--- src/hypot_consts.svh ---
`ifndef HYPOT_CONSTS_SVH
`define HYPOT_CONSTS_SVH

// Operand and result width
`define HYPOT_IN_W 8

// x^2 + y^2 for two 8-bit operands
`define HYPOT_SUM_W 17

`define HYPOT_SQ_STEPS 8   // One step per multiplier bit
`define HYPOT_ROOT_STEPS 9 // One step per root bit, covers the 17-bit radicand

// Edges from the accepting edge to the edge that raises done
`define HYPOT_LATENCY 28

`endif

--- src/hypot_pkg.sv ---
`default_nettype none

package hypot_pkg;

    // Controller phases
    typedef enum logic [2:0] {
        ST_IDLE      = 3'd0,
        ST_SQ_X      = 3'd1,
        ST_LOAD_Y    = 3'd2,
        ST_SQ_Y      = 3'd3,
        ST_LOAD_ROOT = 3'd4,
        ST_ROOT      = 3'd5,
        ST_FINISH    = 3'd6
    } hypot_state_e;

    // Squarer commands
    typedef enum logic [1:0] {
        SQ_HOLD    = 2'd0,
        SQ_START_X = 2'd1,
        SQ_START_Y = 2'd2,
        SQ_STEP    = 2'd3
    } sq_op_e;

    // Square root commands
    typedef enum logic [1:0] {
        RT_HOLD   = 2'd0,
        RT_LOAD   = 2'd1,
        RT_STEP   = 2'd2,
        RT_FINISH = 2'd3
    } rt_op_e;

endpackage

`default_nettype wire

--- src/hypot_fsm.sv ---
`default_nettype none
`timescale 1ns/1ns

module hypot_fsm (
    input  logic                  clk,
    input  logic                  rst_n,
    input  logic                  start,
    input  logic                  last_step,
    output hypot_pkg::hypot_state_e state,
    output logic                  cnt_load,
    output hypot_pkg::sq_op_e     sq_op,
    output hypot_pkg::rt_op_e     rt_op,
    output logic                  busy,
    output logic                  done
);

    hypot_pkg::hypot_state_e state_nxt;

    // Next state and Mealy opcodes
    always_comb begin
        state_nxt = state;
        cnt_load  = 1'b0;
        sq_op     = hypot_pkg::SQ_HOLD;
        rt_op     = hypot_pkg::RT_HOLD;
        case (state)
            hypot_pkg::ST_IDLE: begin
                if (start) begin // Only honoured here, so a strobe while busy is dropped
                    sq_op     = hypot_pkg::SQ_START_X;
                    cnt_load  = 1'b1;
                    state_nxt = hypot_pkg::ST_SQ_X;
                end
            end
            hypot_pkg::ST_SQ_X: begin
                sq_op = hypot_pkg::SQ_STEP;
                if (last_step) state_nxt = hypot_pkg::ST_LOAD_Y;
            end
            hypot_pkg::ST_LOAD_Y: begin
                sq_op     = hypot_pkg::SQ_START_Y;
                cnt_load  = 1'b1;
                state_nxt = hypot_pkg::ST_SQ_Y;
            end
            hypot_pkg::ST_SQ_Y: begin
                sq_op = hypot_pkg::SQ_STEP;
                if (last_step) state_nxt = hypot_pkg::ST_LOAD_ROOT;
            end
            hypot_pkg::ST_LOAD_ROOT: begin
                rt_op     = hypot_pkg::RT_LOAD; // Sum is final by now
                cnt_load  = 1'b1;
                state_nxt = hypot_pkg::ST_ROOT;
            end
            hypot_pkg::ST_ROOT: begin
                rt_op = hypot_pkg::RT_STEP;
                if (last_step) state_nxt = hypot_pkg::ST_FINISH;
            end
            hypot_pkg::ST_FINISH: begin
                rt_op     = hypot_pkg::RT_FINISH;
                state_nxt = hypot_pkg::ST_IDLE;
            end
            default: state_nxt = hypot_pkg::ST_IDLE;
        endcase
    end

    always_ff @(posedge clk or negedge rst_n) begin
        if (!rst_n) begin
            state <= hypot_pkg::ST_IDLE;
            busy  <= 1'b0;
            done  <= 1'b0;
        end else begin
            state <= state_nxt;
            busy  <= (state_nxt != hypot_pkg::ST_IDLE);
            done  <= (state == hypot_pkg::ST_FINISH); // Single cycle, FINISH lasts one cycle
        end
    end

endmodule

`default_nettype wire

--- src/hypot_top.sv ---
`default_nettype none
`timescale 1ns/1ns
`include "hypot_consts.svh"

module hypot_top (
    input  logic                   clk,
    input  logic                   rst_n,
    input  logic                   start,
    input  logic [`HYPOT_IN_W-1:0] x,
    input  logic [`HYPOT_IN_W-1:0] y,
    output logic [`HYPOT_IN_W-1:0] result,
    output logic                   busy,
    output logic                   done
);

    hypot_pkg::hypot_state_e  state;
    hypot_pkg::sq_op_e        sq_op;
    hypot_pkg::rt_op_e        rt_op;
    logic                     cnt_load;
    logic                     last_step;
    logic [`HYPOT_SUM_W-1:0]  sum;     // x^2 + y^2

    hypot_fsm fsm_i (
        .clk       (clk),
        .rst_n     (rst_n),
        .start     (start),
        .last_step (last_step),
        .state     (state),
        .cnt_load  (cnt_load),
        .sq_op     (sq_op),
        .rt_op     (rt_op),
        .busy      (busy),
        .done      (done)
    );

    // Phase length follows the state
    step_counter counter_i (
        .clk       (clk),
        .rst_n     (rst_n),
        .state     (state),
        .cnt_load  (cnt_load),
        .last_step (last_step)
    );

    square_accum squarer_i (
        .clk   (clk),
        .rst_n (rst_n),
        .x     (x),
        .y     (y),
        .sq_op (sq_op),
        .sum   (sum)
    );

    isqrt_unit root_i (
        .clk    (clk),
        .rst_n  (rst_n),
        .sum    (sum),
        .rt_op  (rt_op),
        .result (result)
    );

endmodule

`default_nettype wire

--- src/isqrt_unit.sv ---
`default_nettype none
`timescale 1ns/1ns
`include "hypot_consts.svh"

module isqrt_unit (
    input  logic                    clk,
    input  logic                    rst_n,
    input  logic [`HYPOT_SUM_W-1:0] sum,
    input  hypot_pkg::rt_op_e       rt_op,
    output logic [`HYPOT_IN_W-1:0]  result
);

    localparam int IN_W   = `HYPOT_IN_W;
    localparam int SUM_W  = `HYPOT_SUM_W;
    localparam int ROOT_W = `HYPOT_ROOT_STEPS;
    localparam int RAD_W  = 2 * ROOT_W;  // Whole bit pairs
    localparam int REM_W  = ROOT_W + 3;  // Shifted remainder plus headroom

    logic [RAD_W-1:0]  rad;
    logic [REM_W-1:0]  rem;
    logic [ROOT_W-1:0] root;

    logic [REM_W-1:0]  rem_sh;
    logic [REM_W-1:0]  trial;
    logic              fits;

    // Bring down the next pair and form 4*root + 1
    assign rem_sh = {rem[REM_W-3:0], rad[RAD_W-1 -: 2]};
    assign trial  = {{(REM_W-ROOT_W-2){1'b0}}, root, 2'b01};
    assign fits   = (rem_sh >= trial);

    always_ff @(posedge clk) begin
        case (rt_op)
            hypot_pkg::RT_LOAD: begin
                rad  <= {{(RAD_W-SUM_W){1'b0}}, sum};
                rem  <= '0;
                root <= '0;
            end
            hypot_pkg::RT_STEP: begin
                rad <= {rad[RAD_W-3:0], 2'b00};
                if (fits) begin
                    rem  <= rem_sh - trial;
                    root <= {root[ROOT_W-2:0], 1'b1};
                end else begin
                    rem  <= rem_sh; // Restore
                    root <= {root[ROOT_W-2:0], 1'b0};
                end
            end
            default: begin
                rad  <= rad;
                rem  <= rem;
                root <= root;
            end
        endcase
    end

    // Output register, clamps roots above 255
    always_ff @(posedge clk or negedge rst_n) begin
        if (!rst_n) begin
            result <= '0;
        end else if (rt_op == hypot_pkg::RT_FINISH) begin
            if (root[ROOT_W-1:IN_W] != '0) result <= '1;
            else                           result <= root[IN_W-1:0];
        end
    end

endmodule

`default_nettype wire

--- src/square_accum.sv ---
`default_nettype none
`timescale 1ns/1ns
`include "hypot_consts.svh"

module square_accum (
    input  logic                    clk,
    input  logic                    rst_n,
    input  logic [`HYPOT_IN_W-1:0]  x,
    input  logic [`HYPOT_IN_W-1:0]  y,
    input  hypot_pkg::sq_op_e       sq_op,
    output logic [`HYPOT_SUM_W-1:0] sum
);

    localparam int IN_W   = `HYPOT_IN_W;
    localparam int SUM_W  = `HYPOT_SUM_W;
    localparam int MCND_W = 2 * IN_W; // Room for the full left shift

    logic [MCND_W-1:0] mcand;  // Shifts left
    logic [IN_W-1:0]   mplier; // Shifts right, low bit gates the add
    logic [IN_W-1:0]   y_q;    // Held for the second squaring

    // Accumulator
    always_ff @(posedge clk or negedge rst_n) begin
        if (!rst_n) begin
            sum <= '0;
        end else begin
            case (sq_op)
                hypot_pkg::SQ_START_X: sum <= '0;
                hypot_pkg::SQ_STEP: begin
                    if (mplier[0]) sum <= sum + {{(SUM_W-MCND_W){1'b0}}, mcand};
                end
                default: sum <= sum; // START_Y keeps x^2
            endcase
        end
    end

    // Shifters and the stored y
    always_ff @(posedge clk) begin
        case (sq_op)
            hypot_pkg::SQ_START_X: begin
                mcand  <= {{(MCND_W-IN_W){1'b0}}, x};
                mplier <= x;
                y_q    <= y;
            end
            hypot_pkg::SQ_START_Y: begin
                mcand  <= {{(MCND_W-IN_W){1'b0}}, y_q};
                mplier <= y_q;
            end
            hypot_pkg::SQ_STEP: begin
                mcand  <= {mcand[MCND_W-2:0], 1'b0};
                mplier <= {1'b0, mplier[IN_W-1:1]};
            end
            default: begin
                mcand  <= mcand;
                mplier <= mplier;
            end
        endcase
    end

endmodule

`default_nettype wire

--- src/step_counter.sv ---
`default_nettype none
`timescale 1ns/1ns
`include "hypot_consts.svh"

module step_counter (
    input  logic                    clk,
    input  logic                    rst_n,
    input  hypot_pkg::hypot_state_e state,
    input  logic                    cnt_load,
    output logic                    last_step
);

    localparam int CNT_W = 4;

    logic [CNT_W-1:0] count;
    logic [CNT_W-1:0] load_len;

    // The load comes one cycle ahead, so map the current state to the phase being entered
    always_comb begin
        case (state)
            hypot_pkg::ST_LOAD_ROOT: load_len = CNT_W'(`HYPOT_ROOT_STEPS);
            default:                 load_len = CNT_W'(`HYPOT_SQ_STEPS); // From IDLE or LOAD_Y
        endcase
    end

    always_ff @(posedge clk or negedge rst_n) begin
        if (!rst_n) begin
            count <= '0;
        end else if (cnt_load) begin
            count <= load_len;
        end else if (count != '0) begin
            count <= count - 1'b1;
        end
    end

    assign last_step = (count == CNT_W'(1)); // Final step is being issued

endmodule

`default_nettype wire

--- config.mk ---
export PLATFORM = sky130hd
export DESIGN_NAME = hypot_top
export DESIGN_NICKNAME = d
export VERILOG_FILES = /design/src/hypot_pkg.sv /design/src/hypot_fsm.sv /design/src/hypot_top.sv /design/src/isqrt_unit.sv /design/src/square_accum.sv /design/src/step_counter.sv
export VERILOG_INCLUDE_DIRS = /design/src /design/src/src
export SDC_FILE = /design/constraint.sdc
export NUM_CORES = 1
export LEC_CHECK = 0
export BUFFER_PORTS_ARGS = -buffer_cell sky130_fd_sc_hd__clkbuf_2
export CORE_MARGIN = 5
export CORE_UTILIZATION = 55
export CTS_CLUSTER_DIAMETER = 120
export CTS_CLUSTER_SIZE = 16
export DETAILED_ROUTE_END_ITERATION = 10
export PLACE_DENSITY_LB_ADDON = 0.25
export SYNTH_ARGS = -nofsm -noshare
export SYNTH_HDL_FRONTEND = slang
export SYNTH_SLANG_ARGS = --single-unit
export TNS_END_PERCENT = 5
--- constraint.sdc ---
create_clock -name clk -period 2.5 [get_ports clk]
set_input_delay 0.125 -clock clk [delete_from_list [all_inputs] [get_ports clk]]
set_output_delay 0.125 -clock clk [all_outputs]
set_load 0.1 [all_outputs]
After elaboration in Yosys (flattened, before gate mapping)
Index checks and enable logic that the tools add are counted.
- input bits: 19
- output and inout bits: 10
- flip-flop bits (word level): 103
- muxes and demuxes: 23
- eq/ne operators: 14
- magnitude comparators: 1
- reductions and logical operators: 10
- $add $sub $neg: 3
- operators by type and width (operator ; number):
    $pmux W16 S3 ; 1
    $pmux W18 S2 ; 1
    $pmux W17 S2 ; 1
    $pmux W8 S3 ; 1
    $pmux W10 S2 ; 1
    $pmux W3 S6 ; 1
    $pmux W9 S2 ; 1
    $add A17 B16 Y17 ; 1
    $mux W17 ; 1
    $ge A12 B11 Y1 ; 1
    $mux W3 ; 4
    $pmux W2 S3 ; 2
    $mux W10 ; 1
    $sub A10 B10 Y10 ; 1
    $eq A3 B3 Y1 const B ; 3
    $eq A2 B2 Y1 const B ; 4
    $mux W4 ; 2
    $mux W8 ; 1
    $eq A3 B2 Y1 const B ; 2
    $reduce_bool A2 Y1 ; 3
    $reduce_bool A3 Y1 ; 2
    $eq A2 B1 Y1 const B ; 2
    $eq A4 B1 Y1 const B ; 1
    $mux W1 ; 4
    8 further kinds ; 9

Logic depth before layout (Yosys ltp)
- depth in word-level cells: 6
- gate-level depth with buffers: 9
- mapped depth without buffers: 9

Modules after synthesis
A second synthesis with hierarchy kept.
- cell total of the unflattened synthesis: 517
- area total of the unflattened synthesis: 5704.2 um^2
- by module, submodules not included (module ; sequential area each (um^2) ; cells each ; instances ; area an instance (um^2)):
    square_accum ; 1386.3 ; 253 ; 1 ; 2721.4
    isqrt_unit ; 1311.3 ; 216 ; 1 ; 2472.4
    hypot_fsm ; 125.1 ; 27 ; 1 ; 284.0
    step_counter ; 100.1 ; 21 ; 1 ; 226.5

Least setup slack after synthesis
Ideal clock, no wire load.
- path kind: reg-to-reg
- from: register fsm_i.state[1]
- to: register root_i.rad[0], enable pin
- path slack: 48 ps
- data required time: 2108 ps
- arrival: 2060 ps
- buffers on the path: 2
- cell stages (with the launch flop): 7
- clock period less this slack: 2452 ps
- cell sequence: dfrtp_1 > clkbuf_1 > buf_2 > xor2_1 > and2_1 > ha_1 > inv_1
- longest elaborated chain between the ends: 4
- elaborated cells between the ends (all ways): 7
- ends and longest elaborated chain (item ; RTL line ; text):
    from (decl) ; hypot_fsm.sv:9 ; output hypot_pkg::hypot_state_e state,
    from (signal assigned) ; hypot_fsm.sv:65 ; state <= hypot_pkg::ST_IDLE;
    from (signal assigned) ; hypot_fsm.sv:69 ; state <= state_nxt;
    $eq A3 B3 Y1 ; hypot_fsm.sv:25 ; case (state)
    $pmux W2 S3 * ; hypot_fsm.sv:25 ;
    $eq A2 B1 Y1 or $eq A2 B2 Y1 (tied branches) ; isqrt_unit.sv:33 ; case (rt_op)
    $reduce_bool A2 Y1 (no source line) * ; -- ;
    to (signal assigned) ; isqrt_unit.sv:35 ; rad <= {{(RAD_W-SUM_W){1'b0}}, sum};
    to (signal assigned) ; isqrt_unit.sv:40 ; rad <= {rad[RAD_W-3:0], 2'b00};
    to (signal assigned) ; isqrt_unit.sv:50 ; rad <= rad;
    to (decl) ; isqrt_unit.sv:19 ; logic [RAD_W-1:0] rad;
Every way passes the cells marked *; elsewhere a longest branch is shown, timed or not.
A chain may end at the register's enable or synchronous reset.

Worst setup path in the final report
- from: register squarer_i.sum[0]
- to: register squarer_i.sum[14]
- longest elaborated chain between the ends: 3
- ends and longest elaborated chain (item ; RTL line ; text):
    from (decl) ; square_accum.sv:11 ; output logic [`HYPOT_SUM_W-1:0] sum
    from (signal assigned) ; square_accum.sv:30 ; if (mplier[0]) sum <= sum + {{(SUM_W-MCND_W){1'b0}}, mcand};
    from (signal assigned) ; square_accum.sv:32 ; default: sum <= sum;
    $add A17 B16 Y17 ; square_accum.sv:30 ;
    $mux W17 ; square_accum.sv:30 ;
    $pmux W17 S2 ; square_accum.sv:27 ; case (sq_op)
No other way between the ends. The select of a mux whose other input is x is not followed.

==> results.py <==
metrics = {
    "setup_path": {
        "worstRegToRegCells": 9,
        "reg2reg_from": "squarer_i.sum[0]",
        "path_common_cell": "a21o_2",
        "critPathMaxFanout": 5,
        "crit_family": "compound AO/OA/AOI/OAI gates",
        "slowest_stage": "fa_1",
        "r2r_end": "squarer_i.sum[14]",
        "crit_chain": "ha_1 > inv_1 > fa_1 > nor2b_1 > o31a_2 > o211ai_2 > a21o_2 > a21o_2 > a32o_1",
        "r2r_slack_ns": 0.22,
        "cp.depth": 9,
        "crit_type": "flop to flop",
        "cp-end-kind": "flop",
        "required_ns": 2.76,
        "cp_slowest_stage_delay_ns": 0.40,
        "cp-start-kind": "flop",
        "critPathBufInv": 1,
        "critPathArrivalTime_ns": 2.54,
    },
    "synth": {
        "ys.flop_type": "edfxtp_1",
        "synthCells": 504,
        "ys_seq_elements": 103,
        "synth_edf_count": 69,
        "synthAdderAreaFrac_pct": 7.55,
        "yosysTopAreaCellShare_pct": 37.2,
        "synth_top_family_by_area": "compound AO/OA/AOI/OAI gates",
        "synth.most_common_cell": "edfxtp_1",
        "synth-async-reset-ratio_pct": 33.0,
        "yosysSeqAreaShare_pct": 52.5,
        "synth_warnings": 0,
        "synth_nets": 556,
        "synth.top_cells.by_count": "edfxtp_1 (69), nor2_1 (40), inv_1 (37)",
        "yosys.area_share.simple_pct": 12.0,
        "synth_compound_area_share_pct": 17.5,
        "synth.mux.area_fraction_pct": 3.01,
        "syn_area_per_cell_um2": 11.0,
        "synth_xor_area_share_pct": 3.15,
        "synth.largest_area_cell": "edfxtp_1",
        "syn_area_um2": 5570,
        "synth_cell_type_count": 67,
        "netlist_top_cells_area": "edfxtp_1 (37%), dfrtp_1 (15%), ha_1 (7.2%), mux2_2 (2.8%), nor2_1 (2.7%)",
    },
    "detailed_routing": {
        "drt_wl_total_um": 10800,
        "vias": 3812,
        "ant_nets": 0,
        "initialDrtViolationCount": 192,
        "drc": 0,
        "drt-pass1-iter-count": 5,
        "wl_per_cell_um": 15.8,
        "viasPerCell": 5.61,
    },
    "run": {
        "drv_cap": 0,
    },
    "finish": {
        "n_fill_cell": 801,
        "fin_cells": 680,
        "area_growth_pct": 10.6,
        "nets": 594,
        "layout-drive-gt1-share_pct": 15.5,
        "diodes": 0,
    },
    "sta": {
        "finalWorstSetupSlack_ns": 0.215,
        "final-setup-viol-count": 0,
        "finalHoldViolations": 0,
        "maxSlewHeadroom_pct": 43.5,
        "fin_crit_ns": 2.28,
        "slew_violations": 0,
        "tns_ns": 0,
        "fin_skew_ns": 0.0175,
        "rsz0062_at_grt": "false",
        "max_freq_ghz": 0.438,
        "period_share_pct": 91.4,
        "worst-slew-pin-transition_ns": 0.847,
    },
    "outcome": {
        "outcome": "complete, no violations",
    },
    "worst_hold_path": {
        "hold_path_class": "input port to flop",
        "hp-start": "start",
        "min_path_cells": 4,
        "hold_end": "counter_i.count[0]",
    },
    "clocking": {
        "cts_resized": 0,
        "clock-root-buffer": "clkbuf_8",
        "htree_levels": 3,
        "clock_latency_ns": 0.37,
        "cts_buffer_depth": 2,
        "clk_pin_slew_ns": 0.12,
        "cts_buffers": 9,
        "cts_tree": "done",
        "cts.sinks": 103,
    },
    "die": {
        "dieArea_um2": 12200,
        "die_width_um": 111,
        "ios": 29,
        "coreArea_um2": 9820,
        "rows": 36,
        "initial_core_util_pct": 56.7,
        "die_y_um": 111,
    },
    "grt": {
        "first_global_vias": 3881,
        "grt_usage_pct": 18.3,
        "grt_overflow_total": 0,
        "grt_pass1_wl_um": 18700,
        "grt_max_degree": 38,
        "antenna_found_initial": 0,
    },
    "place": {
        "dp_hpwl_um": 7840,
        "gp_congestion": 0.879,
        "placed_cells": 655,
        "io_buffers": 28,
        "preCtsSetupSlack_ns": 0.247,
    },
    "pwr": {
        "powerDensity_nw_per_um2": 1350,
        "p_leak_nw": 2.58,
        "irDropWorstVdd_mv": 0.687,
    },
}
-- kinds of logic (layout without fill, tap and decap cells) --
logic type      count (synthesis)  count (layout)
mux                            15              15
fa+ha+maj                      33              33
flops                         103             103
xor+xnor                       20              20
buf+inv                        57             100
compound gates                143             143
simple gates                  133             133
-- layout make-up --
class	instances	area, um2	share of cell area (%)
Clock inverter	7	91.3	1.48
Timing Repair Buffer	46	298	4.84
Inverter	38	143	2.32
Sequential cell	103	2920	47.5
Tap cell	133	166	2.70
Multi-Input combinational cell	344	2410	39.2
Clock buffer	9	124	2.01
-- routing by layer --
layer | GRT usage [%] | share of wire (%) | vias to the layer above
met4 | 5.83 | 1.9 | 0
met2 | 31.0 | 49 | 70
met5 | 0 | 0 | -
met1 | 24.3 | 46 | 1825
li1 | - | - | 1901
met3 | 2.52 | 3.0 | 16
-- layout by cell type, fill, tap and decap left out, types with 12 or more instances in the layout --
| cell | n |
|---|---|
| nand2_1 | 29 |
| nand3_1 | 12 |
| xnor2_1 | 12 |
| clkbuf_2 | 28 |
| dfrtp_1 | 34 |
| inv_1 | 37 |
| edfxtp_1 | 69 |
| o21a_1 | 18 |
| a21oi_1 | 27 |
| o21ai_0 | 29 |
| and2_1 | 12 |
| ha_1 | 32 |
| nor2_1 | 39 |
| mux2_2 | 14 |
-- sequential cells by signal, indices dropped and copies added (netlist names) --
register and count:
squarer_i.mcand 16, root_i.result 8, squarer_i.sum 17, squarer_i.y_q 8
counter_i.count 4, fsm_i.state 3, fsm_i.done 1, root_i.rad 18
fsm_i.busy 1, root_i.root 9, root_i.rem 10, squarer_i.mplier 8
-- worst max-delay path by stage --
stage / from / end / slack [ns]
3_5_place_dp: squarer_i.sum[0] / squarer_i.sum[14] / 0.25
5_1_grt: root_i.root[3] / root_i.rem[5] / 0.11
2_1_floorplan: fsm_i.state[1] / root_i.rad[0] / 0.05
6_report: squarer_i.sum[0] / squarer_i.sum[14] / 0.22
4_1_cts: squarer_i.sum[0] / squarer_i.sum[14] / 0.23
3_3_place_gp: squarer_i.sum[0] / squarer_i.sum[14] / 0.32
-- metrics by stage --
step           utilization [%]  cell area (um2)  hold slack, ns  total power, mW
6_report                  62.7             6160           0.131             8.34
5_1_grt                   62.7             6160           0.142             8.99
4_1_cts                   62.7             6160           0.115             8.35
3_5_place_dp              59.6             5850           0.283             7.20
3_3_place_gp              59.6             5850           0.257             7.05
2_1_floorplan                -             5570          -0.171             6.32
-- report_power, final --
part	total (mW)	internal, mW	switching, mW
sequential	2.99	2.65	0.343
combinational	4.23	1.70	2.53
clock	1.13	0.490	0.635
-- timing repair --
item	CTS	global route
setup buffers	0	0
endpoints found under the hold margin	42	0
hold buffers	9	0
-- worst register-to-register path: stages (launching register included) --
cell and delay [ns]:
dfrtp_1 0.39, ha_1 0.17, inv_1 0.05, fa_1 0.40, nor2b_1 0.16, o31a_2 0.21, o211ai_2 0.11, a21o_2 0.23
a21o_2 0.20, a32o_1 0.25
No activity file was read; power rests on OpenSTA's default activity.
